**src/verilog/sprite_pkg.sv**
```systemverilog
package sprite_pkg;

	// ------------------------------------------------------------------------
	// sizes
	localparam int NUM_SPRITES  = 32;
	localparam int DESC_REGS    = 8;	// registers per descriptor
	localparam int LINE_PIXELS  = 360;
	localparam int PIXEL_CYCLES = 4;	// clocks per output pixel
	localparam int NUM_BANKS    = 2;

	localparam int LINE_AW = 9;
	localparam int SMEM_AW = 21;	// word address, 2M x 16
	localparam int OFFS_W  = 14;
	localparam int COLOR_W = 6;

	// ------------------------------------------------------------------------
	// encodings
	typedef enum logic [1:0] {
		MODE_OFF  = 2'd0,	// sprite inactive
		MODE_4C   = 2'd1,
		MODE_16C  = 2'd2,
		MODE_TRUE = 2'd3
	} color_mode_e;

	typedef enum logic [3:0] {
		IDLE, READ_ATTR, READ_YPOS, READ_YSIZE, READ_ADDR0, READ_ADDR1,
		READ_ADDR2, READ_XPOS, READ_XSIZE, FETCH, NEXT, DONE
	} engine_state_e;

	typedef struct packed {
		logic [15:0]        word;
		color_mode_e        mode;
		logic [COLOR_W-1:0] pal_base;
		logic [LINE_AW-1:0] start_x;
		logic               load_x;	// first word of a sprite line
	} unpack_cmd_t;

	typedef struct packed {
		logic               we;
		logic [LINE_AW-1:0] addr;
		logic [COLOR_W:0]   pix;	// enable over colour
	} line_wr_t;

endpackage

```
**src/verilog/line_bank.sv**
```systemverilog
`timescale 1ns/1ns

module line_bank #(
	parameter int BANK_INDEX = 0
) (
	input  logic                          clk,
	input  logic                          render_bank,
	input  sprite_pkg::line_wr_t          line_wr,
	input  logic [sprite_pkg::LINE_AW-1:0] read_addr,
	input  logic                          clear_we,
	output logic [sprite_pkg::COLOR_W:0]  read_data
);
	import sprite_pkg::*;

	logic [COLOR_W:0]   mem [LINE_PIXELS];
	logic               wr_en;
	logic [LINE_AW-1:0] wr_addr;
	logic [COLOR_W:0]   wr_data;

	// render writes while this bank renders, clears while it is displayed
	always_comb
	begin
		if (render_bank == 1'(BANK_INDEX))
		begin
			wr_en   = line_wr.we;
			wr_addr = line_wr.addr;
			wr_data = line_wr.pix;
		end
		else
		begin
			wr_en   = clear_we;
			wr_addr = read_addr;
			wr_data = '0;
		end
	end

	always_ff @(posedge clk)
	begin
		if (wr_en)
			mem[wr_addr] <= wr_data;
	end

	assign read_data = (read_addr < LINE_AW'(LINE_PIXELS)) ? mem[read_addr] : '0;

endmodule

```
**config.mk**
```make
export PLATFORM = sky130hd
export DESIGN_NAME = line_bank
export DESIGN_NICKNAME = d
export VERILOG_FILES = /design/src/verilog/sprite_pkg.sv /design/src/verilog/line_bank.sv
export SDC_FILE = /design/constraint.sdc
export NUM_CORES = 2
export LEC_CHECK = 0
export ABC_AREA = 0
export BUFFER_PORTS_ARGS = -buffer_cell sky130_fd_sc_hd__buf_4
export CAP_MARGIN = 20
export CORE_ASPECT_RATIO = 1.5
export CORE_MARGIN = 1.5
export CORE_UTILIZATION = 55
export DETAILED_ROUTE_END_ITERATION = 10
export PLACE_DENSITY = 0.7
export RECOVER_POWER = 50
export SETUP_SLACK_MARGIN = 0.1
export SYNTH_ARGS = -nofsm -noshare
export SYNTH_HDL_FRONTEND = slang
export SYNTH_SLANG_ARGS = --single-unit
```
**constraint.sdc**
```tcl
create_clock -name clk -period 15.98 [get_ports clk]
set_clock_uncertainty 0.2 [all_clocks]
set_input_delay 0 -clock clk [delete_from_list [all_inputs] [get_ports clk]]
set_output_delay 0 -clock clk [all_outputs]
set_load 0.005 [all_outputs]
```
* Yosys cells after proc, flatten, opt, wreduce, memory -nomap -nowiden
Memory sizes are Yosys's and may differ from the RTL's.
Cells that the tools add are included.
** Storage, ports and cells
- Register bits after elaboration :: 0
- Memory bits (writable) :: 2520
- Bits of input ports :: 29
- Memories kept :: 1
** Memory list
- mem :: depth 360, width 7, rd ports 1, clocked after memory_dff 0, write ports 1, line line_bank.sv:15 : logic [COLOR_W:0] mem [LINE_PIXELS];
** Cells by class
- $lt $le $gt $ge :: 1
- Multiplexer cells :: 6
** Operators by type and width (count)
- 7-bit two-way mux :: 2
- 9-bit < comparator (second input constant) :: 1
- 9-bit two-way mux :: 1
- 1-bit two-way mux :: 3

* Depth between registers and ports, before layout
- Depth in word-level cells :: 3
- Depth in mapped cells :: 13
- Mapped depth without buffers :: 7

* Least setup slack after synthesis
OpenSTA, ideal clock, no wires.
- Path type :: input-to-reg
- Start point :: input port render_bank
- End point :: memory mem[0][0] (netlist bit) (data pin)
- Setup time :: 1.951 ns
- Arrival time :: 9.080 ns
- Required time :: 13.829 ns
- Path slack :: 4.749 ns
- Stages :: 3
- Path buffers :: 2
- Path through :: clkbuf_1 > clkbuf_1 > nor2b_1
** Between the ends
- Cells in the longest elaborated chain, start to end :: 1
** RTL lines
- from (decl) :: line line_bank.sv:7 : input logic render_bank,
- 7-bit two-way mux :: line line_bank.sv:23 : if (render_bank == 1'(BANK_INDEX))
- named net wr_data[0] :: line line_bank.sv:18 : logic [COLOR_W:0] wr_data;
- to (decl) :: line line_bank.sv:15
The timed path passes the listed nets, and every way through them passes these cells.

* Worst setup path after layout
- Start point :: input port render_bank
- End point :: memory mem[244][1] (netlist bit) (data pin)
The elaborated chain is that of the path after synthesis.

==> flow_results.org <==
** STA
- The final number of hold-violating endpoints came to 0.
- Setup repair after global routing left no endpoint under its margin.
- Setup TNS after final layout :: 0 ps
- Measured against its own limit, the worst slew margin works out to -2.12.
- Setup violations remaining at the end of the flow were counted as 0.
- For the finished layout, the period the worst path requires is 8800 ps.
- Derived from the worst setup path, the maximum achievable clock frequency is 0.114 GHz.
- The total count of max-transition violations in the final report was 1666.
- Of the available clock period, the critical path in the final layout requires 0.550.
- At the pin with the least slew margin, the transition time is 4680 ps.

** Clock tree
- Counting along the longest clock path gives a buffer depth of 3.
- TritonCTS built the clock tree.
- CTS Root Cell :: clkbuf_16
- Cts bufs inserted :: 216
- Clk slew on worst S/H paths :: 70 ps
- H-tree levels :: 4
- The clock net in this run drives a total of 2520 sinks.

** Synthesis
- Top cell type by total area after synthesis :: edfxtp_1
- Of the synthesized area, sequential elements account for 0.771.
- Yosys warnings :: 0
- The average instance in the mapped netlist occupies 21.7 sq um.
- Synth unique cells :: 60
- Post-synth top area share :: 0.771
- After synthesis, the cell types taking the most area are edfxtp_1, mux4_2, nor2_1.
- For this run, asynchronously set or reset flops after synthesis account for 0.
- The cell count after synthesis came out at 4529.
- Synthesis inferred 2520 register bits.
- Counting flops with a built-in enable in the synthesized netlist gives 2520.
- When the netlist entered floorplanning its net count stood at 4558.
- Among all flip-flop cells after synthesis, the most frequent one is edfxtp_1.
- The synthesized netlist occupies a cell area of 98200 sq um.

** GRT
- For this run the aggregate overflow at the end of global routing stands at 0.
- Maximum number of pins on one net before global-route repair :: 258
- Global routing usage summed across all routing layers :: 0.280
- The number of global-route vias before repair came to 48650.
- Global-route wire length before repair :: 356000 um
- The number of antenna violations at the first check in global routing is 7.

** Die
- The floorplan has 189 rows.
- The floorplan step defined a die boundary enclosing 181000 sq um.
- Initial Utilization :: 0.554
- Io pins :: 36
- The die is 520 um tall.
- Placeable core region :: 177000 sq um
- The die is 348 um wide.

** Layout
- Ranked by flip-flop count, first place goes to mem.
- Registers with the most flip-flops :: mem: 2520 flops
- After the flow finishes, the layout carries non-filler instances totaling 7098.
- Growth of design area from synthesis to finish :: 9.89%
- Number of nets in the final layout :: 4647
- Share of cells above drive strength 1 :: 0.233
- Max FFs per register :: 2520

** Worst hold path
- Worst hold path stage count :: 5
- Hold WC Path Type :: in -> reg

** Run
- Number of max-cap violations :: 21

** Detailed routing
- In the detailed route, the total length drawn on met2 is 125000 um.
- After detailed routing, the number of vias per cell comes to 6.72.
- Number of vias after detailed routing :: 47723
- Detailed-routing wirelength on met1 :: 86100 um
- Before antenna repair, the detailed router went through 8 iterations.
- In the final routed layout, each cell accounts on average for 35.3 um.
- The detailed router finished its first iteration with 5889 violations.
- Count of unresolved DRC violations after routing :: 0
- In this run the remaining antenna-violating nets after routing total 0.
- Routed wl met3 :: 23400 um
- Total Routed Length :: 250000 um
- Top routing layer in use :: met5

** Worst setup path
- Data arrival time of the critical path :: 8650 ps
- STA classifies the critical path startpoint as an input port.
- Worst EP required :: 15830 ps
- The worst setup path is of the in -> reg kind.
- CP Max Fanout :: 96
- Crit path capture type :: register

** Outcome
- The run finished, with violations left.
- The checks that failed: capacitance limit, slew limit.

** Power and ir drop
- Leak pwr :: 29.8 nW
- VDD sags by at most 0.0000861 V.
- Power spread over the standard cell area amounts to 122 nW/um^2.

** Place
- At the end of routability-driven placement, the weighted congestion stood at 0.873.
- Dpl hpwl :: 150000 um
- IO buf count :: 35
- The number of placed instances, taps included, is 6675.
-- kinds of logic after synthesis --
kind of cell / synth area share
and+or+nand+nor: 0.0263
muxes: 0.167
buffers and inverters: 0.0156
AOI/OAI and AO/OA: 0.0206
DFF: 0.771
-- where the power goes --
part	switching [mW]	internal, mW
sequential	0.00190	7.29
combinational	0.440	0.208
clock	2.36	2.89
total	2.81	10.4
-- final timing paths --
kind / slack (ps) / to / start
min: 20 / mem[266][4] / line_wr[8]
max: 7180 / mem[244][1] / render_bank
-- cell usage in the layout, fill, tap and decap left out, types with 6 or more instances in the layout --
cell type	instances
a31oi_1	10
o211ai_1	6
buf_4	94
nand2_1	128
edfxtp_1	2520
bufinv_16	25
nor2_1	397
nor2b_4	8
clkbuf_1	68
clkinv_1	59
dlygate4sd3_1	12
clkbuf_16	216
and3_1	7
nor3_1	14
nand3_1	24
a22o_1	10
a211oi_1	11
o221ai_1	29
nand2b_1	7
a22oi_1	61
clkinv_2	38
o21ai_0	23
a221oi_1	12
mux4_2	666
nor2b_1	11
o22ai_1	19
mux2i_1	132
inv_6	9
buf_12	10
o31ai_1	9
a21oi_1	50
nand2_2	11
-- synth_stat cells, types with 5 or more instances --
master / number
nand3_1: 24
nor4_1: 6
a31oi_1: 10
and3_1: 7
o221ai_1: 29
nor2_1: 399
clkbuf_1: 107
a22oi_1: 61
o31ai_1: 9
nand2_1: 143
o22ai_1: 19
a221oi_1: 12
mux2_2: 5
mux2i_1: 132
nor3_1: 14
edfxtp_1: 2520
mux4_2: 666
nand4_1: 5
inv_1: 6
a21oi_1: 50
a211oi_1: 11
buf_4: 37
nand2b_1: 7
buf_2: 75
o211ai_1: 6
a41oi_1: 5
buf_1: 27
o21ai_0: 24
buf_6: 27
nor2b_1: 20
a22o_1: 10
-- critical path, cell delays in order --
cell	delay, ps
dlygate4sd3_1	540
clkbuf_1	790
nor2b_4	290
clkbuf_1	3280
clkbuf_1	720
clkbuf_1	2930
-- metal layers --
metal | vias to the layer above | track usage
met4 | 8 | 0.155
met1 | 25186 | 0.353
met2 | 2768 | 0.457
met3 | 624 | 0.0578
li1 | 19137 | -
met5 | - | 0
-- per-stage QoR --
stage               utilization  cell area (sq um)  power (mW)  setup WS (ps)  hold slack, ps
CTS                       0.610             108000        13.2          10260            1.34
global placement          0.569             101000        8.05           9840             290
floorplan                     -              98200        7.85           4750             130
finish                    0.609             108000        13.2           7180            20.5
detailed placement        0.569             101000        8.07          10290             297
global route              0.609             108000        13.5           6520            17.0
-- what timing repair did --
item                                    4_1_cts  5_1_grt
gates resized for setup                       0        0
hold buffers                                 12        0
hold endpoints to repair                    705        0
buffers inserted                              0        0
endpoints found under the setup margin        0        0
-- layout make-up --
cell class | count | area (sq um)
Inverter | 10 | 43.8
Fill cell | 11866 | 69200
Clock buffer | 260 | 5570
Tap cell | 2292 | 2870
Antenna cell | 3 | 7.51
Sequential cell | 2520 | 75700
Multi-Input combinational cell | 1724 | 21100
Timing Repair Buffer | 146 | 1190
Clock inverter | 143 | 1430
(Power assumes the default switching activity.)
