### src/verilog/sprite_pkg.sv
package sprite_pkg;

	// ------------------------------------------------------------------------
	// sizes
	localparam int NUM_SPRITES  = 32;
	localparam int DESC_REGS    = 8;	// registers per descriptor
	localparam int LINE_PIXELS  = 360;
	localparam int PIXEL_CYCLES = 4;	// clocks per output pixel
	localparam int NUM_BANKS    = 2;

	localparam int LINE_AW = 9;
	localparam int SMEM_AW = 21;	// word address, 2M x 16
	localparam int OFFS_W  = 14;
	localparam int COLOR_W = 6;

	// ------------------------------------------------------------------------
	// encodings
	typedef enum logic [1:0] {
		MODE_OFF  = 2'd0,	// sprite inactive
		MODE_4C   = 2'd1,
		MODE_16C  = 2'd2,
		MODE_TRUE = 2'd3
	} color_mode_e;

	typedef enum logic [3:0] {
		IDLE, READ_ATTR, READ_YPOS, READ_YSIZE, READ_ADDR0, READ_ADDR1,
		READ_ADDR2, READ_XPOS, READ_XSIZE, FETCH, NEXT, DONE
	} engine_state_e;

	typedef struct packed {
		logic [15:0]        word;
		color_mode_e        mode;
		logic [COLOR_W-1:0] pal_base;
		logic [LINE_AW-1:0] start_x;
		logic               load_x;	// first word of a sprite line
	} unpack_cmd_t;

	typedef struct packed {
		logic               we;
		logic [LINE_AW-1:0] addr;
		logic [COLOR_W:0]   pix;	// enable over colour
	} line_wr_t;

endpackage

### src/verilog/line_scanout.sv
`timescale 1ns/1ns

module line_scanout (
	input  logic                                              clk,
	input  logic                                              reset,
	input  logic                                              line_start,
	input  logic                                              pre_vline,
	input  logic [sprite_pkg::NUM_BANKS-1:0][sprite_pkg::COLOR_W:0] bank_data,
	output logic [sprite_pkg::LINE_AW-1:0]                     vline,
	output logic                                              render_bank,
	output logic [sprite_pkg::LINE_AW-1:0]                     read_addr,
	output logic                                              clear_we,
	output logic [5:0]                                        spixel,
	output logic                                              spx_en
);
	import sprite_pkg::*;

	localparam int PH_W = $clog2(PIXEL_CYCLES);

	logic [PH_W-1:0]  phase;
	logic             active;
	logic [COLOR_W:0] disp_data;

	assign disp_data = bank_data[~render_bank];	// display is the other bank
	assign clear_we  = active && (phase == PH_W'(1));

	// ------------------------------------------------------------------------
	// line counter and 4-clock pixel sequencer
	always_ff @(posedge clk)
	begin
		if (reset)
		begin
			vline       <= '0;
			render_bank <= 1'b0;
			read_addr   <= '0;
			phase       <= '0;
			active      <= 1'b0;
			spx_en      <= 1'b0;
		end
		else if (line_start)
		begin
			if (pre_vline)
			begin
				vline       <= '0;
				render_bank <= 1'b0;
			end
			else
			begin
				vline       <= vline + 1'b1;
				render_bank <= ~render_bank;
			end
			read_addr <= '0;
			phase     <= PH_W'(PIXEL_CYCLES - 1);	// one spare clock before pixel 0
			active    <= 1'b1;
			spx_en    <= 1'b0;
		end
		else if (active)
		begin
			phase <= phase + 1'b1;
			case (phase)
				PH_W'(0):
				begin
					if (read_addr == LINE_AW'(LINE_PIXELS))
					begin
						active <= 1'b0;	// line finished
						spx_en <= 1'b0;
					end
					else
					begin
						spixel <= disp_data[COLOR_W-1:0];
						spx_en <= disp_data[COLOR_W];
					end
				end
				PH_W'(2): read_addr <= read_addr + 1'b1;
				default: ;
			endcase
		end
	end

endmodule

### config.mk
export PLATFORM = sky130hd
export DESIGN_NAME = line_scanout
export DESIGN_NICKNAME = d
export VERILOG_FILES = /design/src/verilog/sprite_pkg.sv /design/src/verilog/line_scanout.sv
export SDC_FILE = /design/constraint.sdc
export NUM_CORES = 1
export LEC_CHECK = 0
export ABC_AREA = 1
export BUFFER_PORTS_ARGS = -buffer_cell sky130_fd_sc_hd__buf_4
export CELL_PAD_IN_SITES_DETAIL_PLACEMENT = 0
export CELL_PAD_IN_SITES_GLOBAL_PLACEMENT = 1
export CORE_AREA = 8 8 73 75
export DETAILED_ROUTE_END_ITERATION = 8
export DIE_AREA = 0 0 81 83
export GPL_TIMING_DRIVEN = 1
export PLACE_DENSITY = 0.75
export SLEW_MARGIN = 0
export SYNTH_ARGS = -nofsm -noshare
export SYNTH_HDL_FRONTEND = slang
export SYNTH_SLANG_ARGS = --single-unit
export TNS_END_PERCENT = 50
### constraint.sdc
create_clock -name clk -period 1.9 [get_ports clk]
set_clock_uncertainty 0.1 [all_clocks]
set_input_delay 0.285 -clock clk [delete_from_list [all_inputs] [get_ports clk]]
set_output_delay 0.285 -clock clk [all_outputs]
set_load 0.02 [all_outputs]
### After elaboration in Yosys (flattened, before gate mapping)

Index checks and enable logic that the tools add are counted.

| word-level totals | value |
|---|---|
| register bits | 29 |
| output and inout bits | 27 |
| logic and storage cells | 36 |

| cells by class | value |
|---|---|
| add/subtract/negate cells | 3 |
| order comparisons | 1 |
| eq/ne operators | 3 |
| multiplexer cells | 11 |
| bitwise logic cells | 4 |
| reductions and logical operators | 7 |

Operator list:

| cell | count |
|---|---|
| $add A9 B1 Y9 const B | 2 |
| $mux W7 | 2 |
| $eq A9 B9 Y1 const B | 1 |
| $mux W9 | 1 |
| $mux W1 | 6 |
| $reduce_and A5 Y1 | 1 |
| $mux W2 | 2 |
| $not A1 Y1 | 4 |
| $reduce_and A2 Y1 | 2 |
| $add A2 B1 Y2 const B | 1 |
| $eq A2 B1 Y1 const B | 1 |
| $eq A2 B2 Y1 const B | 1 |
| $logic_not A2 Y1 | 1 |
| $lt A1 B2 Y1 const B | 1 |
| $reduce_bool A2 Y1 | 1 |
| $reduce_or A2 Y1 | 1 |
| $logic_and A1 B1 Y1 | 1 |

### Longest topological paths before layout

| logic depth | value |
|---|---|
| depth in word-level cells | 5 |
| gate-level depth with buffers | 8 |
| gate-level depth less buffers | 8 |

### Worst setup path after synthesis

Ideal clock, no wire load.

| path | value |
|---|---|
| path type | reg-to-reg |
| from | reg read_addr[0] (netlist name) |
| to | reg spixel[0] (enable) |
| arrival | 1.254 ns |
| data required time | 1.450 ns |
| setup slack | 0.196 ns |
| stages on the path, launching flop included | 8 |
| buffers on the path | 0 |
| period minus slack after synthesis | 1.704 ns |
| path through | dfxtp_1 > inv_1 > ha_1 > nand2_1 > nor2_1 > nand2_1 > nand2_1 > nor2_1 |

| on the way | value |
|---|---|
| longest elaborated chain between the ends | 3 |

RTL lines:

| what | RTL line | source |
|---|---|---|
| start, declared | line_scanout.sv:11 | `output logic [sprite_pkg::LINE_AW-1:0] read_addr,` |
| start signal, assigned | line_scanout.sv:74 | `PH_W'(2): read_addr <= read_addr + 1'b1;` |
| $eq A9 B9 Y1 | line_scanout.sv:63 | `if (read_addr == LINE_AW'(LINE_PIXELS))` |
| $not A1 Y1 (no line) | - |  |
| $reduce_and A5 Y1 (no line) | - |  |
| end signal, assigned | line_scanout.sv:70 | `spixel <= disp_data[COLOR_W-1:0];` |
| end, declared | line_scanout.sv:13 | `output logic [5:0] spixel,` |

No other way between the ends.
A chain may end at the register's enable or synchronous reset.

### Worst setup path after layout

Same ends and word-level chain as after synthesis.

==> summary.md <==
| Metric | Value |
|---|---|
| P&R area growth vs syn | 35.28% |
| Worst-Margin Slew | 0.3520 ns |
| VDD IR max | 0.4161 mV |
| Cts bufs inserted | 5 |
| Die area | 6723 um^2 |
| Largest family of logic cells by synthesized area | simple AND/OR/NAND/NOR gates |
| Avg Cell Area, Syn | 7.147 um^2 |
| Final Core Density | 45.54% |
| Commonest non-fill, non-tap cells in the layout | nand2_1, buf_4, inv_1 |
| Commonest non-fill, non-tap cell in the layout | nand2_1 |
| Final setup violation count | 0 |
| IO Port Bufs | 44 |
| First-pass GRT wire length | 5.623 mm |
| Mux cell area share after synthesis | 0% |
| GRT met1 Usage | 12.40% |
| Slowest-stage cell, CP | dfxtp_1 |
| Post-DP Area | 1808 um^2 |
| Layout Nets | 272 |
| CP max stage delay | 0.39 ns |
| Non-Filler Instances | 301 |
| CP Launch Type | register |
| Cell taking the most area after synthesis | dfxtp_1 |
| Sequence of cells on the critical path | inv_1, ha_1, nand2_1, nor2_1, nand2_1, nand2_1, nor2_1, buf_4 |
| Final HPWL DP | 2.539 mm |
| DR WL/cell | 10.66 um |
| HP Class | primary input to register |
| CTS H-tree lvls | 2 |
| Final Power | 1.399 mW |
| # hold bufs at CTS | 0 |
| Synth top area share | 32.54% |
| Total gr overflow | 0 |
| Largest cells by area after synthesis | dfxtp_1, nand2_1, edfxtp_1, inv_1, ha_1 |
| Hold_ws | 0.08897 ns |
| Simple-gate share of the synthesized area | 31.21% |
| Worst Hold Depth | 2 |
| Routing usage on met2 | 15.62% |
| Worst setup path category | register to register |
| Sequential area share after synthesis | 45.27% |
| Worst path most repeated cell | nand2_1 |
| Worst slew margin | 76.50% |
| Stages on the worst setup path | 8 |
| Pre-CTS setup slack | 0.3806 ns |
| Starting Density | 33.66% |
| Gpl congestion | 0.7157 |
| DRC viols | 0 |
| Routed wire length | 3.210 mm |
| ANT nets after route | 0 |
| RSZ-0062 raised after global routing | false |
| Lkg Pwr | 0.9194 nW |
| Critical path's top delay family | flip-flops |
| TNS Setup | 0 ns |
| Pins Over Slew Limit | 0 |
| Share of cells above drive strength 1 | 23.69% |
| Cts repair resizes | 0 |
| Die W | 81 um |
| Final Hold Fails | 0 |
| Vias | 1,289 |
| Clock sinks | 29 |
| Routed vias/inst | 4.282 |
| PwrDens | 730.6 nW/um^2 |
| Number of global-route vias before repair | 1,231 |
| Number of antenna violations at the first check in global routing | 0 |
| Post-CTS Setup Bufs | 0 |
| Critical path buffer and inverter count | 2 |
| Largest net degree at the start of global routing | 12 |
| Compound-Gate Fraction of Synth Area | 7.869% |
| Drt initial violations | 60 |
| Clk buf depth | 2 |
| Max Cap Viol | 0 |
| Worst-Skew Late Latency | 0.28 ns |
| Synth Area in XOR/XNOR | 0.6189% |
| Die Ht | 83 um |
| Synth Cell Area | 1415 um^2 |
| Number of synthesized register bits | 29 |
| Syn Nets | 222 |
| Worst Path Arrival | 1.40 ns |
| Core area | 4204 um^2 |
| DRT Pass-1 Iters | 4 |
| Critical path endpoint category | register |
| Achievable Freq | 663.3 MHz |
| Placed Cells | 293 |
| Antenna Cells | 0 |
| Netlist cell types | 19 |
| Crit path required time | 1.79 ns |
| Clock Tree Root | clkbuf_8 |
| Status | finished clean |
| Min cycle time layout | 1.508 ns |
| Finished Cell Area | 1914 um^2 |
| FF-to-FF path depth | 8 |
| Row cnt | 24 |
| Mapped Cells | 198 |
| # IOs | 45 |
| Tcrit/Tclk final | 79.35% |
| GR Util met3 | 4.849% |
| Total track usage | 10.38% |
| TritonCTS clock tree | yes |
| Gr busiest metal | met2 |
| Register clock-pin slew on the reported worst setup and hold paths | 0.06 ns |
| Adder-cell share of the synthesized area | 5.305% |
| Maximum fanout along the worst path | 6 |
| Ys Warns | 0 |
| Final Worst Setup Slack | 0.3924 ns |
[cell type report]
type | instances | area (um^2)
Sequential cell | 29 | 640.6
Multi-Input combinational cell | 134 | 636.9
Timing Repair Buffer | 46 | 345.3
Clock inverter | 2 | 33.78
Clock buffer | 6 | 72.57
Tap cell | 52 | 65.06
Fill cell | 458 | 2290
Inverter | 32 | 120.1
[cell families after synthesis]
| kind of cell | Yosys count |
|---|---|
| AND/OR/NAND/NOR | 106 |
| buffers and inverters | 35 |
| flip-flops | 29 |
| AO/OA/AOI/OAI | 21 |
| adder cells (fa/ha/maj) | 6 |
| XOR/XNOR | 1 |
[synth_stat cells]
master    instances
a21oi_1          11
buf_2             2
buf_4             1
clkinv_1          1
dfxtp_1          23
edfxtp_1          6
ha_1              6
inv_1            31
nand2_1          66
nand3_1           8
nand3_2           2
nand4_1           2
nor2_1           19
nor2_2            4
nor3_1            5
o211ai_1          1
o21ai_0           8
o21ai_2           1
xnor2_1           1
[worst reg2reg max path: cells and delay by family, from the launching register on]
| family | cells | cell delay [ns] |
|---|---|---|
| simple gates | 5 | 0.31 |
| buf+inv | 2 | 0.23 |
| fa+ha+maj | 1 | 0.20 |
| flops | 1 | 0.39 |
[registers in the layout, indices dropped and copies added, names as in the netlist]
signal and count:
spixel 6, read_addr 9, vline 9, phase 2
render_bank 1, spx_en 1, active 1
[path summary, 6_finish.rpt]
check / to / slack (ns) / startpoint
worst max-delay path: spixel[0]$_DFFE_PP_ / 0.39 / read_addr[0]$_SDFFE_PN0P_
worst max register to register: spixel[0]$_DFFE_PP_ / 0.39 / read_addr[0]$_SDFFE_PN0P_
worst min register to register: vline[7]$_SDFFE_PP0P_ / 0.37 / vline[7]$_SDFFE_PP0P_
worst min-delay path: active$_SDFF_PP0_ / 0.09 / reset
[per-layer routing]
layer / up-vias / share of wire (%)
li1: 715 / -
met1: 541 / 47
met2: 28 / 43
met3: 5 / 8.1
met4: 0 / 1.4
met5: - / 0
[power by group]
| group | switching [mW] | internal [mW] |
|---|---|---|
| clock network | 0.229 | 0.386 |
| registers | 0.0139 | 0.643 |
| logic | 0.0682 | 0.0580 |
(Power assumes the default switching activity.)
