--- src/verilog/sprite_pkg.sv ---
package sprite_pkg;

	// ------------------------------------------------------------------------
	// sizes
	localparam int NUM_SPRITES  = 32;
	localparam int DESC_REGS    = 8;	// registers per descriptor
	localparam int LINE_PIXELS  = 360;
	localparam int PIXEL_CYCLES = 4;	// clocks per output pixel
	localparam int NUM_BANKS    = 2;

	localparam int LINE_AW = 9;
	localparam int SMEM_AW = 21;	// word address, 2M x 16
	localparam int OFFS_W  = 14;
	localparam int COLOR_W = 6;

	// ------------------------------------------------------------------------
	// encodings
	typedef enum logic [1:0] {
		MODE_OFF  = 2'd0,	// sprite inactive
		MODE_4C   = 2'd1,
		MODE_16C  = 2'd2,
		MODE_TRUE = 2'd3
	} color_mode_e;

	typedef enum logic [3:0] {
		IDLE, READ_ATTR, READ_YPOS, READ_YSIZE, READ_ADDR0, READ_ADDR1,
		READ_ADDR2, READ_XPOS, READ_XSIZE, FETCH, NEXT, DONE
	} engine_state_e;

	typedef struct packed {
		logic [15:0]        word;
		color_mode_e        mode;
		logic [COLOR_W-1:0] pal_base;
		logic [LINE_AW-1:0] start_x;
		logic               load_x;	// first word of a sprite line
	} unpack_cmd_t;

	typedef struct packed {
		logic               we;
		logic [LINE_AW-1:0] addr;
		logic [COLOR_W:0]   pix;	// enable over colour
	} line_wr_t;

endpackage

--- src/verilog/pixel_unpack.sv ---
`timescale 1ns/1ns

module pixel_unpack (
	input  logic                          clk,
	input  logic                          reset,
	input  logic                          line_start,
	input  sprite_pkg::unpack_cmd_t       unpack_cmd,
	input  logic                          unpack_go,
	output logic                          unpack_busy,
	output logic [7:0]                    pal_addr,
	input  logic [sprite_pkg::COLOR_W-1:0] pal_data,
	output sprite_pkg::line_wr_t          line_wr
);
	import sprite_pkg::*;

	logic [15:0]        shift_q;	// msb holds the current pixel
	color_mode_e        mode_q;
	logic [COLOR_W-1:0] pal_q;
	logic [LINE_AW-1:0] x_q;
	logic [3:0]         count_q;
	logic [3:0]         pix_count;
	logic               opaque;
	logic [COLOR_W-1:0] colour;

	always_comb
	begin
		case (unpack_cmd.mode)
			MODE_4C:  pix_count = 4'd8;
			MODE_16C: pix_count = 4'd4;
			default:  pix_count = 4'd2;
		endcase
	end

	// true colour unless a palette mode says otherwise
	always_comb
	begin
		pal_addr = {pal_q, shift_q[15:14]};
		opaque   = shift_q[15];
		colour   = shift_q[13:8];
		case (mode_q)
			MODE_4C:
			begin
				opaque = |shift_q[15:14];	// index 0 is see-through
				colour = pal_data;
			end
			MODE_16C:
			begin
				pal_addr = {pal_q[5:2], shift_q[15:12]};
				opaque   = |shift_q[15:12];
				colour   = pal_data;
			end
			default: ;
		endcase
	end

	always_ff @(posedge clk)
	begin
		if (reset || line_start)
		begin
			unpack_busy <= 1'b0;
			line_wr.we  <= 1'b0;
		end
		else
		begin
			// pixels past the right edge are dropped
			line_wr.we   <= unpack_busy && opaque && (x_q < LINE_AW'(LINE_PIXELS));
			line_wr.addr <= x_q;
			line_wr.pix  <= {1'b1, colour};
			if (unpack_go)
			begin
				shift_q     <= unpack_cmd.word;
				mode_q      <= unpack_cmd.mode;
				pal_q       <= unpack_cmd.pal_base;
				count_q     <= pix_count;
				unpack_busy <= 1'b1;
				if (unpack_cmd.load_x)
					x_q <= unpack_cmd.start_x;
			end
			else if (unpack_busy)
			begin
				case (mode_q)
					MODE_4C:  shift_q <= {shift_q[13:0], 2'b00};
					MODE_16C: shift_q <= {shift_q[11:0], 4'b0000};
					default:  shift_q <= {shift_q[7:0], 8'h00};
				endcase
				x_q     <= x_q + 1'b1;
				count_q <= count_q - 1'b1;
				if (count_q == 4'd1)
					unpack_busy <= 1'b0;
			end
		end
	end

endmodule

--- config.mk ---
export PLATFORM = sky130hd
export DESIGN_NAME = pixel_unpack
export DESIGN_NICKNAME = d
export VERILOG_FILES = /design/src/verilog/sprite_pkg.sv /design/src/verilog/pixel_unpack.sv
export SDC_FILE = /design/constraint.sdc
export NUM_CORES = 1
export LEC_CHECK = 0
export ABC_AREA = 0
export BUFFER_PORTS_ARGS = -buffer_cell sky130_fd_sc_hd__buf_2
export CELL_PAD_IN_SITES_DETAIL_PLACEMENT = 1
export CELL_PAD_IN_SITES_GLOBAL_PLACEMENT = 1
export CORE_ASPECT_RATIO = 1.25
export CORE_UTILIZATION = 41
export CTS_CLUSTER_DIAMETER = 150
export DETAILED_ROUTE_END_ITERATION = 6
export HOLD_SLACK_MARGIN = 0.05
export PLACE_DENSITY_LB_ADDON = 0.08
export SYNTH_ARGS = -nofsm -noshare
export SYNTH_HDL_FRONTEND = slang
export SYNTH_SLANG_ARGS = --single-unit
--- constraint.sdc ---
create_clock -name clk -period 3.1 [get_ports clk]
set_input_delay 0.62 -clock clk [delete_from_list [all_inputs] [get_ports clk]]
set_output_delay 0.62 -clock clk [all_outputs]
set_load 0.1 [all_outputs]
=== Word level (Yosys, flattened, before mapping) ===
Index checks and enable logic that the tools add are counted.

* Flip-flop bits (word level): 54
* Latch bits: 0
* Bits in writable memories: 0
* ROM bits: 0
* Output and inout port bits: 26
* Word-level logic and storage cells: 44
* Memories: 0

* $add $sub $neg: 2
* $mul: 0
* Div/mod/pow operators: 0
* Order comparisons: 1
* Equality and inequality tests: 6
* Shifts and indexed selects: 0
* Multiplexer cells: 15
* Bitwise gates (word level): 1
* Reduce and logical (&&, ||, !) cells: 10

{| class="wikitable"
|+ Operator list
! kind !! number
|-
| 16-bit two-way mux || 2
|-
| 16-bit one-hot mux with 2 select lines || 1
|-
| 9-bit two-way mux || 3
|-
| 4-bit two-way mux || 3
|-
| 9-bit by 1-bit adder with 9-bit output (second input constant) || 1
|-
| 9-bit less-than comparator (second input constant) || 1
|-
| 4-bit one-hot mux with 2 select lines || 1
|-
| 6-bit two-way mux || 1
|-
| 2-bit by 1-bit equality test with 1-bit output (second input constant) || 2
|-
| 2-bit equality test (second input constant) || 2
|-
| 4-bit by 1-bit equality test with 1-bit output (second input constant) || 1
|-
| 2-bit AND reduction || 2
|-
| 2-bit OR reduction || 2
|-
| 4-bit OR reduction || 1
|-
| 4-bit by 1-bit subtractor with 4-bit output (second input constant) || 1
|-
| 1-bit two-way mux || 3
|-
| 3-bit AND reduction || 1
|-
| 1-bit logical AND || 2
|-
| 2-bit inequality test (second input constant) || 1
|-
| 1-bit one-hot mux with 2 select lines || 1
|-
| 2-bit nonzero test || 1
|-
| 1-bit logical OR || 1
|-
| 1-bit inverter || 1
|}

=== Depth between registers and ports, before layout ===
* Depth in word-level cells: 4
* Gate-level depth with buffers: 6
* Gate-level depth less buffers: 5

=== Worst setup path before layout ===
No wires, ideal clock.

* Path kind: flip-flop to output port
* Start point: reg mode_q[1]
* End point: out pal_addr[0]
* Data arrival time: 3.001 ns
* Data required time: 2.480 ns
* Slack: -0.521 ns
* Stages on the path, launching flop included: 5
* Path buffers: 2
* Cells stage by stage: edfxtp_1 -> ha_1 -> buf_2 -> buf_2 -> o21ai_0

* Word-level cells in the longest chain between the ends: 2

{| class="wikitable"
|+ Ends and longest elaborated chain
! item !! line !! text
|-
| start: declaration || pixel_unpack.sv:17 || <nowiki>color_mode_e mode_q;</nowiki>
|-
| start signal: assignment || pixel_unpack.sv:72 || <nowiki>mode_q <= unpack_cmd.mode;</nowiki>
|-
| 2-bit equality test || pixel_unpack.sv:40 || <nowiki>case (mode_q)</nowiki>
|-
| 4-bit two-way mux || pixel_unpack.sv:40 ||
|-
| end: declaration || pixel_unpack.sv:10 || <nowiki>output logic [7:0] pal_addr,</nowiki>
|}

Every way passes these cells.

=== Worst setup path in the final report ===
* Start point: reg mode_q[0]
* End point: out pal_addr[1]

The elaborated chain is that of the path after synthesis.

==> results.sh <==
export IMPL_via_count=1858
export IMPL_worstRegToRegCells=4
export IMPL_detail_route_first_pass_iterations=4
export IMPL_number_of_nets_in_the_synthesized_netlist=260
export IMPL_worstReg2RegStart="mode_q[1]"
export IMPL_grt_start_max_net_pins=29
export IMPL_worst_case_register_to_register_setup_slack_ps=1120
export IMPL_post_synth_main_area_contributors="sky130_fd_sc_hd__edfxtp_1 60%, sky130_fd_sc_hd__mux2_2 4.8%, sky130_fd_sc_hd__nand2_1 4.1%"
export IMPL_clkSinkCount=54
export IMPL_synth_async_reset_ratio_pct=0
export IMPL_initialDrtViolationCount=75
export IMPL_worst_slew_pin_slew_ps=687
export IMPL_syn_instance_count=209
export IMPL_global_route_congestion_overflow_total=0
export IMPL_layout_cells_non_filler=360
export IMPL_syn_to_final_growth_pct=21.0
export IMPL_ant_diodes=0
export IMPL_p_per_area_nw_per_um2=541
export IMPL_fmax_mhz=371
export IMPL_netlist_area_leader_share_pct=60.3
export IMPL_total_leakage_power_nw=1.25
export IMPL_report_final_setup_viol=0
export IMPL_fillCellCount=698
export IMPL_post_layout_total_power_mw=1.69
export IMPL_antenna_left=0
export IMPL_crit_end="pal_addr[1]"
export IMPL_floorplan_initialDensity_pct=42.2
export IMPL_fin_crit_ps=2700
export IMPL_hold_path_class="primary input to flop"
export IMPL_synth_area_per_cell_um2=12.4
export IMPL_mappedNetlistArea_um2=2590
export IMPL_category_of_the_worst_setup_path_capture_point="output pin"
export IMPL_routed_via_density=5.16
export IMPL_timing_final_hold_violations=0
export IMPL_cts_resized=0
export IMPL_core_area_um2=6130
export IMPL_ys_dominant_reg_cell="sky130_fd_sc_hd__edfxtp_1"
export IMPL_cts_post_setup_buffers_inserted=0
export IMPL_detailed_place_hpwl_um=4020
export IMPL_clkTransAtPathRegs_ps=100
export IMPL_run_status="completed"
export IMPL_ys_seq_elements=54
export IMPL_grt_util_all_layers_pct=17.9
export IMPL_ys_seq_area_share_pct=61.9
export IMPL_min_period_over_period_pct=87.0
export IMPL_final_hold_worst_slack_ps=481
export IMPL_clock_latency_ps=310
export IMPL_critical_path_required_ps=2480
export IMPL_cts_htree_levels=2
export IMPL_crit_reg2reg_capture="shift_q[14]"
export IMPL_cp_data_arrival_time_ps=2080
export IMPL_grt_first_pass_wirelength_um=9000
export IMPL_antenna_found_initial=0
export IMPL_width_of_the_die_um=73.1
export IMPL_place_inst=352
export IMPL_postLayoutSetupSlackWorst_ps=403
export IMPL_max_cap_viols=0
export IMPL_grt_setup_unrepaired="false"
export IMPL_max_slew_margin_pct=54.2
export IMPL_first_global_vias=1873
export IMPL_worst_setup_skew_after_layout_ps=7.33
export IMPL_die_y_um=90.8
export IMPL_cts_tree="done"
export IMPL_vdd_ir_drop_worst_v=0.000248
export IMPL_routedWlPerCell_um=15.6
export IMPL_cts_root_to_sink_buffers=2
export IMPL_synth_area_leader_cell="sky130_fd_sc_hd__edfxtp_1"
export IMPL_detail_route_drc_violations=0
export IMPL_cts_inserted_buffers=5
export IMPL_setup_slack_at_placement_ps=733
export IMPL_setup_worst_path_start_class="flop"
export IMPL_gp_congestion=0.748
export IMPL_finalWirelength_um=5610
export IMPL_ws_path_type="flop to output pin"
export IMPL_crit_path_start="mode_q[0]"
export IMPL_placement_io_buffers=68
export IMPL_postLayoutCoreUtil_pct=51.1
export IMPL_floorplan_rows=32
export IMPL_yosysWarningCount=0
export IMPL_design_die_area_um2=6630
export IMPL_timing_final_max_slew_violations=0
export IMPL_detailed_place_area_um2=2990
export IMPL_synth_cell_type_count=34
export IMPL_tns_ps=0
export IMPL_io_pins=70
export IMPL_cp_max_fo=19
export IMPL_cts_hold_buffers_added=0
export IMPL_design_area_um2=3130
export IMPL_fin_nets=325
export IMPL_final_layout_size_suffix_gt1_share_pct=34.9
export IMPL_root_buffer_cell="sky130_fd_sc_hd__clkbuf_8"
export IMPL_synth_edff_count=52
-- worst min-delay path by stage --
stage	from	to	slack [ps]	cells past startpoint
3_5_place_dp	x_q[1]	line_wr[8]	500	0
2_1_floorplan	x_q[8]	line_wr[15]	460	0
6_report	unpack_cmd[11]	pal_q[1]	480	1
5_1_grt	unpack_cmd[13]	pal_q[3]	460	1
4_1_cts	unpack_cmd[11]	pal_q[1]	470	1
3_3_place_gp	x_q[1]	line_wr[8]	500	0
-- critical path, cell delays in order, from the launching register on --
cell and delay, ps:
sky130_fd_sc_hd__edfxtp_1 410, sky130_fd_sc_hd__inv_1 70, sky130_fd_sc_hd__ha_1 590, sky130_fd_sc_hd__mux2_2 400, sky130_fd_sc_hd__buf_2 290
-- placed cells by master (no fill, tap or decap), drive strengths merged --
cell | Yosys | final
buf | 12 | 73
edfxtp | 52 | 52
nand2 | 28 | 28
o21ai | 16 | 16
mux2 | 11 | 11
inv | 10 | 10
nor2 | 10 | 10
a221oi | 8 | 8
o31ai | 7 | 7
ha | 7 | 7
clkbuf | 3 | 6
nor3 | 5 | 5
nand3 | 5 | 5
a22oi | 4 | 4
a21oi | 3 | 3
o211ai | 3 | 3
xor2 | 3 | 3
or2 | 2 | 2
o311a | 2 | 2
or4 | 2 | 2
xnor2 | 2 | 2
o211a | 2 | 2
and2 | 2 | 2
bufinv | 0 | 2
dfxtp | 2 | 2
nor2b | 1 | 1
a221o | 1 | 1
nand4 | 1 | 1
o311ai | 1 | 1
o21a | 1 | 1
mux2i | 1 | 1
or3b | 1 | 1
conb | 1 | 1
-- sequential cells by signal (all words and copies together), names as in the netlist --
name / count
count_q: 4
line_wr: 16
mode_q: 2
pal_q: 6
shift_q: 16
unpack_busy: 1
x_q: 9
-- layer usage --
layer / wire length [um] / GRT usage [%] / vias to the layer above
met5: 0 / 0 / -
met3: 285 / 3.68 / 4
met1: 2370 / 21.5 / 891
met2: 2890 / 30.9 / 57
met4: 63 / 7.03 / 0
li1: - / - / 906
-- area by class of cell --
class                           count  area, um^2  share of cell area (%)
Clock buffer                        6        82.6                    2.64
Clock inverter                      2        60.1                    1.92
Inverter                           10        37.5                    1.20
Multi-Input combinational cell    130         865                    27.6
Sequential cell                    54        1600                    51.2
Tap cell                           85         106                    3.40
Timing Repair Buffer               73         378                    12.1
-- report_power, final --
part	switching, mW	leakage (nW)	internal [mW]
sequential	0.0164	0.499	0.835
combinational	0.190	0.679	0.0736
clock	0.235	0.0714	0.345
-- cells by family after synthesis --
group                    share of synthesized area (%)
flip-flops                                        61.9
buffers and inverters                             4.69
adder cells (fa/ha/maj)                           3.38
XOR/XNOR                                          1.69
AND/OR/NAND/NOR                                   10.0
other                                            0.145
AO/OA/AOI/OAI                                     13.0
multiplexers                                      5.17
-- synth_stat cells, types with 4 or more instances --
cell and instances:
sky130_fd_sc_hd__a221oi_1 8, sky130_fd_sc_hd__a22oi_1 4, sky130_fd_sc_hd__buf_2 7, sky130_fd_sc_hd__buf_4 5, sky130_fd_sc_hd__edfxtp_1 52, sky130_fd_sc_hd__ha_1 7, sky130_fd_sc_hd__inv_1 10, sky130_fd_sc_hd__mux2_2 11
sky130_fd_sc_hd__nand2_1 28, sky130_fd_sc_hd__nand3_1 4, sky130_fd_sc_hd__nor2_1 10, sky130_fd_sc_hd__nor3_1 5, sky130_fd_sc_hd__o21ai_0 16, sky130_fd_sc_hd__o31ai_1 7
Power figures use the tool's default switching activity.
