File: config.mk
export PLATFORM = sky130hd
export DESIGN_NAME = sprite_engine
export DESIGN_NICKNAME = d
export VERILOG_FILES = /design/src/verilog/sprite_pkg.sv /design/src/verilog/sprite_engine.sv
export SDC_FILE = /design/constraint.sdc
export NUM_CORES = 1
export LEC_CHECK = 0
export ABC_AREA = 1
export BUFFER_PORTS_ARGS = -buffer_cell sky130_fd_sc_hd__buf_2
export CAP_MARGIN = 20
export CELL_PAD_IN_SITES_DETAIL_PLACEMENT = 0
export CELL_PAD_IN_SITES_GLOBAL_PLACEMENT = 1
export CORE_ASPECT_RATIO = 0.9
export CORE_MARGIN = 2
export CORE_UTILIZATION = 33
export CTS_CLUSTER_DIAMETER = 120
export DETAILED_ROUTE_END_ITERATION = 7
export PLACE_DENSITY_LB_ADDON = 0.05
export RECOVER_POWER = 50
export SLEW_MARGIN = 20
export SYNTH_ARGS = -nofsm -noshare
export SYNTH_HDL_FRONTEND = slang
export SYNTH_SLANG_ARGS = --single-unit
File: constraint.sdc
create_clock -name clk -period 6.6 [get_ports clk]
set_input_delay 0 -clock clk [delete_from_list [all_inputs] [get_ports clk]]
set_output_delay 0 -clock clk [all_outputs]
set_load 0.03 [all_outputs]
File: src/verilog/sprite_pkg.sv
package sprite_pkg;

	// ------------------------------------------------------------------------
	// sizes
	localparam int NUM_SPRITES  = 32;
	localparam int DESC_REGS    = 8;	// registers per descriptor
	localparam int LINE_PIXELS  = 360;
	localparam int PIXEL_CYCLES = 4;	// clocks per output pixel
	localparam int NUM_BANKS    = 2;

	localparam int LINE_AW = 9;
	localparam int SMEM_AW = 21;	// word address, 2M x 16
	localparam int OFFS_W  = 14;
	localparam int COLOR_W = 6;

	// ------------------------------------------------------------------------
	// encodings
	typedef enum logic [1:0] {
		MODE_OFF  = 2'd0,	// sprite inactive
		MODE_4C   = 2'd1,
		MODE_16C  = 2'd2,
		MODE_TRUE = 2'd3
	} color_mode_e;

	typedef enum logic [3:0] {
		IDLE, READ_ATTR, READ_YPOS, READ_YSIZE, READ_ADDR0, READ_ADDR1,
		READ_ADDR2, READ_XPOS, READ_XSIZE, FETCH, NEXT, DONE
	} engine_state_e;

	typedef struct packed {
		logic [15:0]        word;
		color_mode_e        mode;
		logic [COLOR_W-1:0] pal_base;
		logic [LINE_AW-1:0] start_x;
		logic               load_x;	// first word of a sprite line
	} unpack_cmd_t;

	typedef struct packed {
		logic               we;
		logic [LINE_AW-1:0] addr;
		logic [COLOR_W:0]   pix;	// enable over colour
	} line_wr_t;

endpackage

File: src/verilog/sprite_engine.sv
`timescale 1ns/1ns

module sprite_engine (
	input  logic                          clk,
	input  logic                          reset,
	input  logic                          line_start,
	input  logic [sprite_pkg::LINE_AW-1:0] vline,
	output logic [7:0]                    desc_addr,
	input  logic [7:0]                    desc_data,
	output logic [sprite_pkg::SMEM_AW-1:0] mem_addr,
	output logic                          mem_req,
	input  logic [15:0]                   mem_data,
	input  logic                          mem_ready,
	output sprite_pkg::unpack_cmd_t       unpack_cmd,
	output logic                          unpack_go,
	input  logic                          unpack_busy,
	output logic                          busy
);
	import sprite_pkg::*;

	localparam int REG_W = $clog2(DESC_REGS);
	localparam int NUM_W = $clog2(NUM_SPRITES);

	engine_state_e      state;
	logic [NUM_W-1:0]   num;	// sprite being walked
	logic [REG_W-1:0]   desc_reg;
	color_mode_e        mode;
	logic [COLOR_W-1:0] pal;
	logic [7:0]         ypos_lo;
	logic               first_line;
	logic [SMEM_AW-1:0] img_addr;
	logic [OFFS_W-1:0]  offs;
	logic [OFFS_W-1:0]  offs_table [NUM_SPRITES];
	logic [LINE_AW-1:0] xpos;
	logic [6:0]         words_left;
	logic [15:0]        word_buf;
	logic               held;	// fetched word waiting for the unpacker
	logic               first_word;
	logic               can_go;
	logic               issue_req;
	logic [LINE_AW-1:0] ypos;
	logic [LINE_AW:0]   y_end;
	logic               visible;
	unpack_cmd_t        next_cmd;

	// register of the descriptor entry read in each state
	always_comb
	begin
		case (state)
			READ_YPOS:  desc_reg = 3'd2;
			READ_YSIZE: desc_reg = 3'd3;
			READ_ADDR0: desc_reg = 3'd5;
			READ_ADDR1: desc_reg = 3'd6;
			READ_ADDR2: desc_reg = 3'd7;
			READ_XPOS:  desc_reg = 3'd0;
			READ_XSIZE: desc_reg = 3'd1;
			default:    desc_reg = 3'd4;	// attr
		endcase
	end

	assign desc_addr = {num, desc_reg};

	// row window ypos .. ypos+ysz-1
	assign ypos    = {desc_data[0], ypos_lo};
	assign y_end   = {1'b0, ypos} + {3'b000, desc_data[7:1]};
	assign visible = (vline >= ypos) && ({1'b0, vline} < y_end);

	assign can_go    = !unpack_busy && !unpack_go;
	assign issue_req = (state == FETCH) && !mem_req && !held && (words_left != 7'd0);

	always_comb
	begin
		next_cmd.word     = held ? word_buf : mem_data;
		next_cmd.mode     = mode;
		next_cmd.pal_base = pal;
		next_cmd.start_x  = xpos;
		next_cmd.load_x   = first_word;
	end

	// offset written back as each word is requested
	always_ff @(posedge clk)
	begin
		if (issue_req && !line_start)
			offs_table[num] <= offs + 1'b1;
	end

	always_ff @(posedge clk)
	begin
		if (reset)
		begin
			state     <= IDLE;
			num       <= '0;
			busy      <= 1'b0;
			mem_req   <= 1'b0;
			unpack_go <= 1'b0;
			held      <= 1'b0;
		end
		else if (line_start)
		begin
			state     <= READ_ATTR;	// restart the walk
			num       <= '0;
			busy      <= 1'b1;
			mem_req   <= 1'b0;
			unpack_go <= 1'b0;
			held      <= 1'b0;
		end
		else
		begin
			unpack_go <= 1'b0;
			case (state)
				READ_ATTR:
				begin
					if (desc_data[7:6] == MODE_OFF)
						state <= NEXT;
					else
					begin
						mode  <= color_mode_e'(desc_data[7:6]);
						pal   <= desc_data[5:0];
						state <= READ_YPOS;
					end
				end
				READ_YPOS:
				begin
					ypos_lo <= desc_data;
					state   <= READ_YSIZE;
				end
				READ_YSIZE:
				begin
					first_line <= (vline == ypos);
					state      <= visible ? READ_ADDR0 : NEXT;
				end
				READ_ADDR0:
				begin
					img_addr[7:0] <= desc_data;
					offs          <= first_line ? '0 : offs_table[num];
					state         <= READ_ADDR1;
				end
				READ_ADDR1:
				begin
					img_addr[15:8] <= desc_data;
					state          <= READ_ADDR2;
				end
				READ_ADDR2:
				begin
					img_addr[SMEM_AW-1:16] <= desc_data[4:0];
					state                  <= READ_XPOS;
				end
				READ_XPOS:
				begin
					xpos[7:0] <= desc_data;
					state     <= READ_XSIZE;
				end
				READ_XSIZE:
				begin
					xpos[8]    <= desc_data[0];
					words_left <= desc_data[7:1];
					first_word <= 1'b1;
					state      <= FETCH;
				end
				FETCH:
				begin
					if (mem_req && mem_ready)
					begin
						mem_req <= 1'b0;
						if (can_go)
						begin
							unpack_cmd <= next_cmd;
							unpack_go  <= 1'b1;
							first_word <= 1'b0;
						end
						else
						begin
							word_buf <= mem_data;
							held     <= 1'b1;
						end
					end
					else if (held)
					begin
						if (can_go)
						begin
							unpack_cmd <= next_cmd;
							unpack_go  <= 1'b1;
							first_word <= 1'b0;
							held       <= 1'b0;
						end
					end
					else if (issue_req)
					begin
						mem_addr   <= img_addr + SMEM_AW'(offs);
						mem_req    <= 1'b1;
						offs       <= offs + 1'b1;
						words_left <= words_left - 1'b1;
					end
					else if (!mem_req)
						state <= NEXT;	// all words of this line sent
				end
				NEXT:
				begin
					if (num == NUM_W'(NUM_SPRITES - 1))
						state <= DONE;
					else
					begin
						num   <= num + 1'b1;
						state <= READ_ATTR;
					end
				end
				DONE:
				begin
					if (can_go)
					begin
						busy  <= 1'b0;	// last word written out
						state <= IDLE;
					end
				end
				default: ;	// idle until line_start
			endcase
		end
	end

endmodule

# After elaboration in Yosys (flattened, before gate mapping)
# Memories as Yosys holds them, arrays and structs flattened. A register that Yosys moved wholly into a read port is not among the register bits.
# Index checks and enable logic that the tools add are counted.
[totals] ram_bits=448 out_inout_bits=66 n_memories=1 in_bits=38 rom_bits=0 latchBits=0 elab_cells=158 ff_bits=153
[op_classes] n_lt_le_gt_ge=2 eq_ne=27 n_div=0 n_shift=0 n_reduce_logical=44 add_sub_neg=5 bitwise_logic=8 mul=0 muxes=45
[memory_table] memory="offs_table" words=32 word_bits=14 read_ports=1 rd_clocked_by_memory_dff=1 wr=1 line_no="sprite_engine.sv:33" text="logic [OFFS_W-1:0] offs_table [NUM_SPRITES];"
[op_table] operator="$mux W34" n=3
[op_table] operator="$mux W14" n=4
[op_table] operator="$pmux W4 S11" n=1
[op_table] operator="$mux W4" n=8
[op_table] operator="$reduce_and A6 Y1" n=5
[op_table] operator="$pmux W14 S2" n=1
[op_table] operator="$reduce_and A3 Y1" n=8
[op_table] operator="$add A21 B14 Y21" n=1
[op_table] operator="$mux W7" n=3
[op_table] operator="$pmux W3 S7" n=1
[op_table] operator="$mux W1" n=19
[op_table] operator="$eq A4 B3 Y1 const B" n=4
[op_table] operator="$eq A4 B4 Y1 const B" n=4
[op_table] operator="$mux W16" n=1
[op_table] operator="$ne A3 B3 Y1 const B" n=5
[op_table] operator="$add A14 B1 Y14 const B" n=1
[op_table] operator="$ne A2 B2 Y1 const B" n=7
[op_table] operator="$pmux W7 S2" n=1
[op_table] operator="$reduce_and A4 Y1" n=3
[op_table] operator="$reduce_bool A12 Y1" n=1
[op_table] operator="$reduce_bool A2 Y1" n=6
[op_table] operator="$reduce_bool A11 Y1" n=1
[op_table] operator="$add A9 B7 Y10" n=1
[op_table] operator="$lt A9 B10 Y1" n=1
[op_table] operator="20 further kinds" n=41

# Logic depth before layout (Yosys ltp)
[logic_depth] depth_word=9 depth_mapped=20 mapped_depth_nobuf=20

# Worst setup path before layout
# OpenSTA, ideal clock, no wires.
[synth_timing] kind="reg2reg" from="register state[2]" to="register unpack_cmd[0] in the netlist's numbering (enable)" setup_ns=0.510 setup_slack_ns=1.885 period_less_slack_ns=4.715 stages_incl_launch_ff=6 arrival_ns=4.205 required_ns=6.090 cell_sequence="dfxtp_1 -> inv_1 -> ha_1 -> nand2_2 -> clkbuf_1 -> nor4_1"
[synth_between] elab_chain_cells=2
[synth_lines] element="start: declaration" line_no="sprite_engine.sv:24" text="engine_state_e state;"
[synth_lines] element="start signal: assignment" line_no="sprite_engine.sv:130" text="state <= visible ? READ_ADDR0 : NEXT;"
[synth_lines] element="$eq A4 B4 Y1" line_no="sprite_engine.sv:110" text="case (state)"
[synth_lines] element="$reduce_and A4 Y1 (no source line)"
[synth_lines] element="end signal: assignment" line_no="sprite_engine.sv:167" text="unpack_cmd <= next_cmd;"
[synth_lines] element="end signal: assignment" line_no="sprite_engine.sv:181" text="unpack_cmd <= next_cmd;"
[synth_lines] element="end: declaration" line_no="sprite_engine.sv:14" text="output sprite_pkg::unpack_cmd_t unpack_cmd,"
# No other way between the ends.
# A chain may end at the register's enable or synchronous reset.

# Worst setup path after layout
[layout_timing] from="register state[2]" to="register state[0]"
[layout_between] elab_chain_cells=6
[layout_lines] element="$eq A4 B4 Y1" line_no="sprite_engine.sv:69, sprite_engine.sv:110"
[layout_lines] element="$logic_and A1 B1 Y1 (3 in series)" line_no="sprite_engine.sv:69" text="assign issue_req = (state == FETCH) && !mem_req && !held && (words_left != 7'd0);"
[layout_lines] element="$ne A3 B3 Y1 (no source line)"
[layout_lines] element="$reduce_and A6 Y1 (no source line)"
# Several ways; a longest one is shown, not always the timed one.

==> impl_metrics.toml <==
[logic_synthesis]
syn_area_sq_um = 25300
synth.area.mux_share_pct = 0
synthAdderAreaFrac_pct = 2.58
syn_inst = 1994
synth-main-ff-cell = "edfxtp_1"
ys_types = 52
synth_edf_count = 588
yosysSeqAreaShare_pct = 71.3
ys_seq_elements = 606
syn_nets = 2083
synth_top_family_by_area = "compound AO/OA/AOI/OAI gates"
yosys.area_share.simple_pct = 10.6
synthXorXnorAreaFrac_pct = 1.44
async_flop_share_pct = 0
synth_compound_area_share_pct = 10.7
syn-mean-instance-area_sq_um = 12.7
yosys_warnings = 0

[sta]
fin_skew_ps = 25.2
maxSlewHeadroom_pct = -47.1
fin_setup_tns_ps = 0
tightest_slew_ps = 2210
fmaxAchievable_ghz = 0.234
finalHoldViolCount = 0
finalCritPeriodShare_pct = 64.7
slew_viol_final = 253
setup_violations = 0
post-route-min-period_ps = 4270
rsz0062_at_grt = "false"

[layout]
final_common_cell = "edfxtp_1"
final_cell_mix = "edfxtp_1 (588), nor2_1 (324), o21ai_0 (248)"
postLayoutCellArea_sq_um = 29400
seqCellArea_sq_um = 18000
syn2layout_area_growth_pct = 16.3
nNetsFinal = 2245
drive_above_1_share_pct = 8.65
final_cells = 3238
diodes = 0
multi_input_area_sq_um = 6380
fill_cells = 7354

[global_routing]
grt_overflow = 0
antenna_found_initial = 1
grt_pass1_vias = 16200
grt_pass1_wl_mm = 113
grt_use_total_pct = 19.8
grt_max_degree = 133

[routing]
wl_met3_mm = 3.30
viasPerCell = 5.05
wl_met2_mm = 36.4
maxUsedRoutingLayer = "met4"
wl_mm = 77.3
antenna_left = 0
wl_met1_mm = 35.9
drc = 0
drtIter0Drc = 1119
wl_per_cell_microns = 23.9
first_pass_iters = 5
vias = 16400

[placed_design]
hpwl_mm = 46.0
place_area_sq_um = 27100
place_congestion = 0.776
dp.cells = 3082
io_buffers = 103

[pwr]
pwr-share-clk_pct = 46.6
pwr-share-seq_pct = 51.2
power.switching_mw = 1.68
leakagePower_nw = 9.97
ir_drop_v = 0.000187
internal_power_mw = 6.48
swShare_pct = 20.6
combPwrFrac_pct = 2.1
power_density_nw_per_um2 = 278

[floorplan]
fp.dieH_microns = 267
core-area_sq_um = 76000
num_rows = 96
initial_core_util_pct = 33.2
num_io_pins = 104
fp.dieW_microns = 296
design.die.area_sq_um = 78800

[min_path]
holdPathEnd = "first_line$_DFFE_PP_"
hp-start = "vline[3]"
hp-class = "in2reg"
holdPathStages = 6

[setup_path]
regToRegEndpoint = "state[0]$_SDFFE_PP0P_"
end_kind = "flop"
path_class = "reg2reg"
crit_fanout = 24
reg2reg_depth = 12
r2r_start = "state[2]$_SDFFE_PN0P_"
r2r_setup_slack_ps = 2330
cp.required_ps = 7150
arrival_ps = 4830
cp-start-kind = "flop"

[cts]
clock_latency_ps = 610
tritoncts = "built"
clock_sinks = 606
clk_pin_slew_worst_paths_ps = 60
cts_buffers = 71
cts.path.max_buffers = 3
root_buffer = "clkbuf_16"
h-tree-depth = 3
post-cts-setup-buffers = 0

[run_status]
outcome = "complete, but fails checks"
violations = "capacitance limit, slew limit"

[run]
timing.max_cap.violations = 8
[per-stage QoR]
| step | total power [mW] | hold WS [ps] | utilization [%] | setup WS (ps) |
|---|---|---|---|---|
| after floorplan | 4.36 | 98.9 | - | 1880 |
| after global placement | 4.43 | 195 | 35.7 | 3200 |
| after detailed placement | 4.43 | 195 | 35.7 | 3200 |
| after CTS | 8.28 | 31.0 | 39.0 | 3190 |
| after global routing | 8.44 | 118 | 38.7 | 1880 |
| final | 8.17 | 50.1 | 38.7 | 2330 |
[worst max-delay path, stage by stage, from the launching register on]
cell and delay, ps:
dfxtp_1 350, inv_1 70, ha_1 240, nand2_1 570, clkinvlp_2 1130, nand4_1 630
nand3_2 170, nor2_1 220, nand2_1 70, o211ai_1 90, nand2_1 70, dlygate4sd3_1 550
inv_1 50
[layer usage]
layer | GRT usage, % | vias up
li1 | - | 7616
met1 | 27.8 | 8243
met2 | 31.9 | 395
met3 | 2.91 | 100
met4 | 5.28 | 0
met5 | 0 | -
[worst max-delay path by stage]
stage,startpoint,endpoint,cells after the start
after floorplan,state[2]$_SDFFE_PN0P_,unpack_cmd[0]$_DFFE_PP_,5
after global placement,flop,offs[6]$_DFFE_PP_,7
after detailed placement,flop,offs[6]$_DFFE_PP_,7
after CTS,flop,offs[6]$_DFFE_PP_,7
after global routing,state[2]$_SDFFE_PN0P_,state[0]$_SDFFE_PP0P_,12
final,state[2]$_SDFFE_PN0P_,state[0]$_SDFFE_PP0P_,12
[power by group through the flow]
stage	clock network, mW	logic, mW	registers, mW
floorplan	0	0.0972	4.27
global placement	0	0.167	4.26
detailed placement	0	0.167	4.26
CTS	3.91	0.182	4.18
global route	4.06	0.197	4.18
finish	3.81	0.173	4.18
[synth_stat cells, types with 14 or more instances]
cell | number | area, sq um
edfxtp_1 | 588 | 17700
nor2_1 | 324 | 1220
o21ai_0 | 246 | 1230
nand2_1 | 186 | 698
inv_1 | 86 | 323
nand3_1 | 80 | 400
o22ai_1 | 60 | 375
o221ai_1 | 53 | 464
ha_1 | 49 | 613
clkbuf_1 | 48 | 180
a21oi_1 | 38 | 190
buf_2 | 32 | 160
o21ai_1 | 32 | 160
xor2_1 | 27 | 236
dfxtp_1 | 18 | 360
buf_4 | 14 | 105
[cell type report]
class | instances | share of cell area [%]
Inverter | 95 | 1.24
Multi-Input combinational cell | 1191 | 21.7
Clock inverter | 33 | 0.911
Clock buffer | 93 | 6.68
Timing Repair Buffer | 191 | 3.75
Sequential cell | 606 | 61.3
Tap cell | 1029 | 4.38
[logic make-up (layout without fill, tap and decap cells)]
kind of cell               count (synthesis)  in the layout
AOI/OAI and AO/OA                        464            464
xor gates and xnor gates                  39             39
adders and majority gates                 51             51
buffers and inverters                    197            412
DFF                                      606            606
and+or+nand+nor                          637            637
[registers in the layout, indices dropped and copies added, names as in the netlist, 2 cells and up, named ones only]
register,flops
offs_table,448
unpack_cmd,34
img_addr,21
mem_addr,21
word_buf,16
offs,14
xpos,9
ypos_lo,8
words_left,7
pal,6
num,5
state,4
mode,2
[what timing repair did]
item                                    CTS  global route
endpoints found under the setup margin    0             0
hold endpoints to repair                103             0
hold buffers                             30             0
resized for setup                         0             0
(Power assumes the default switching activity.)
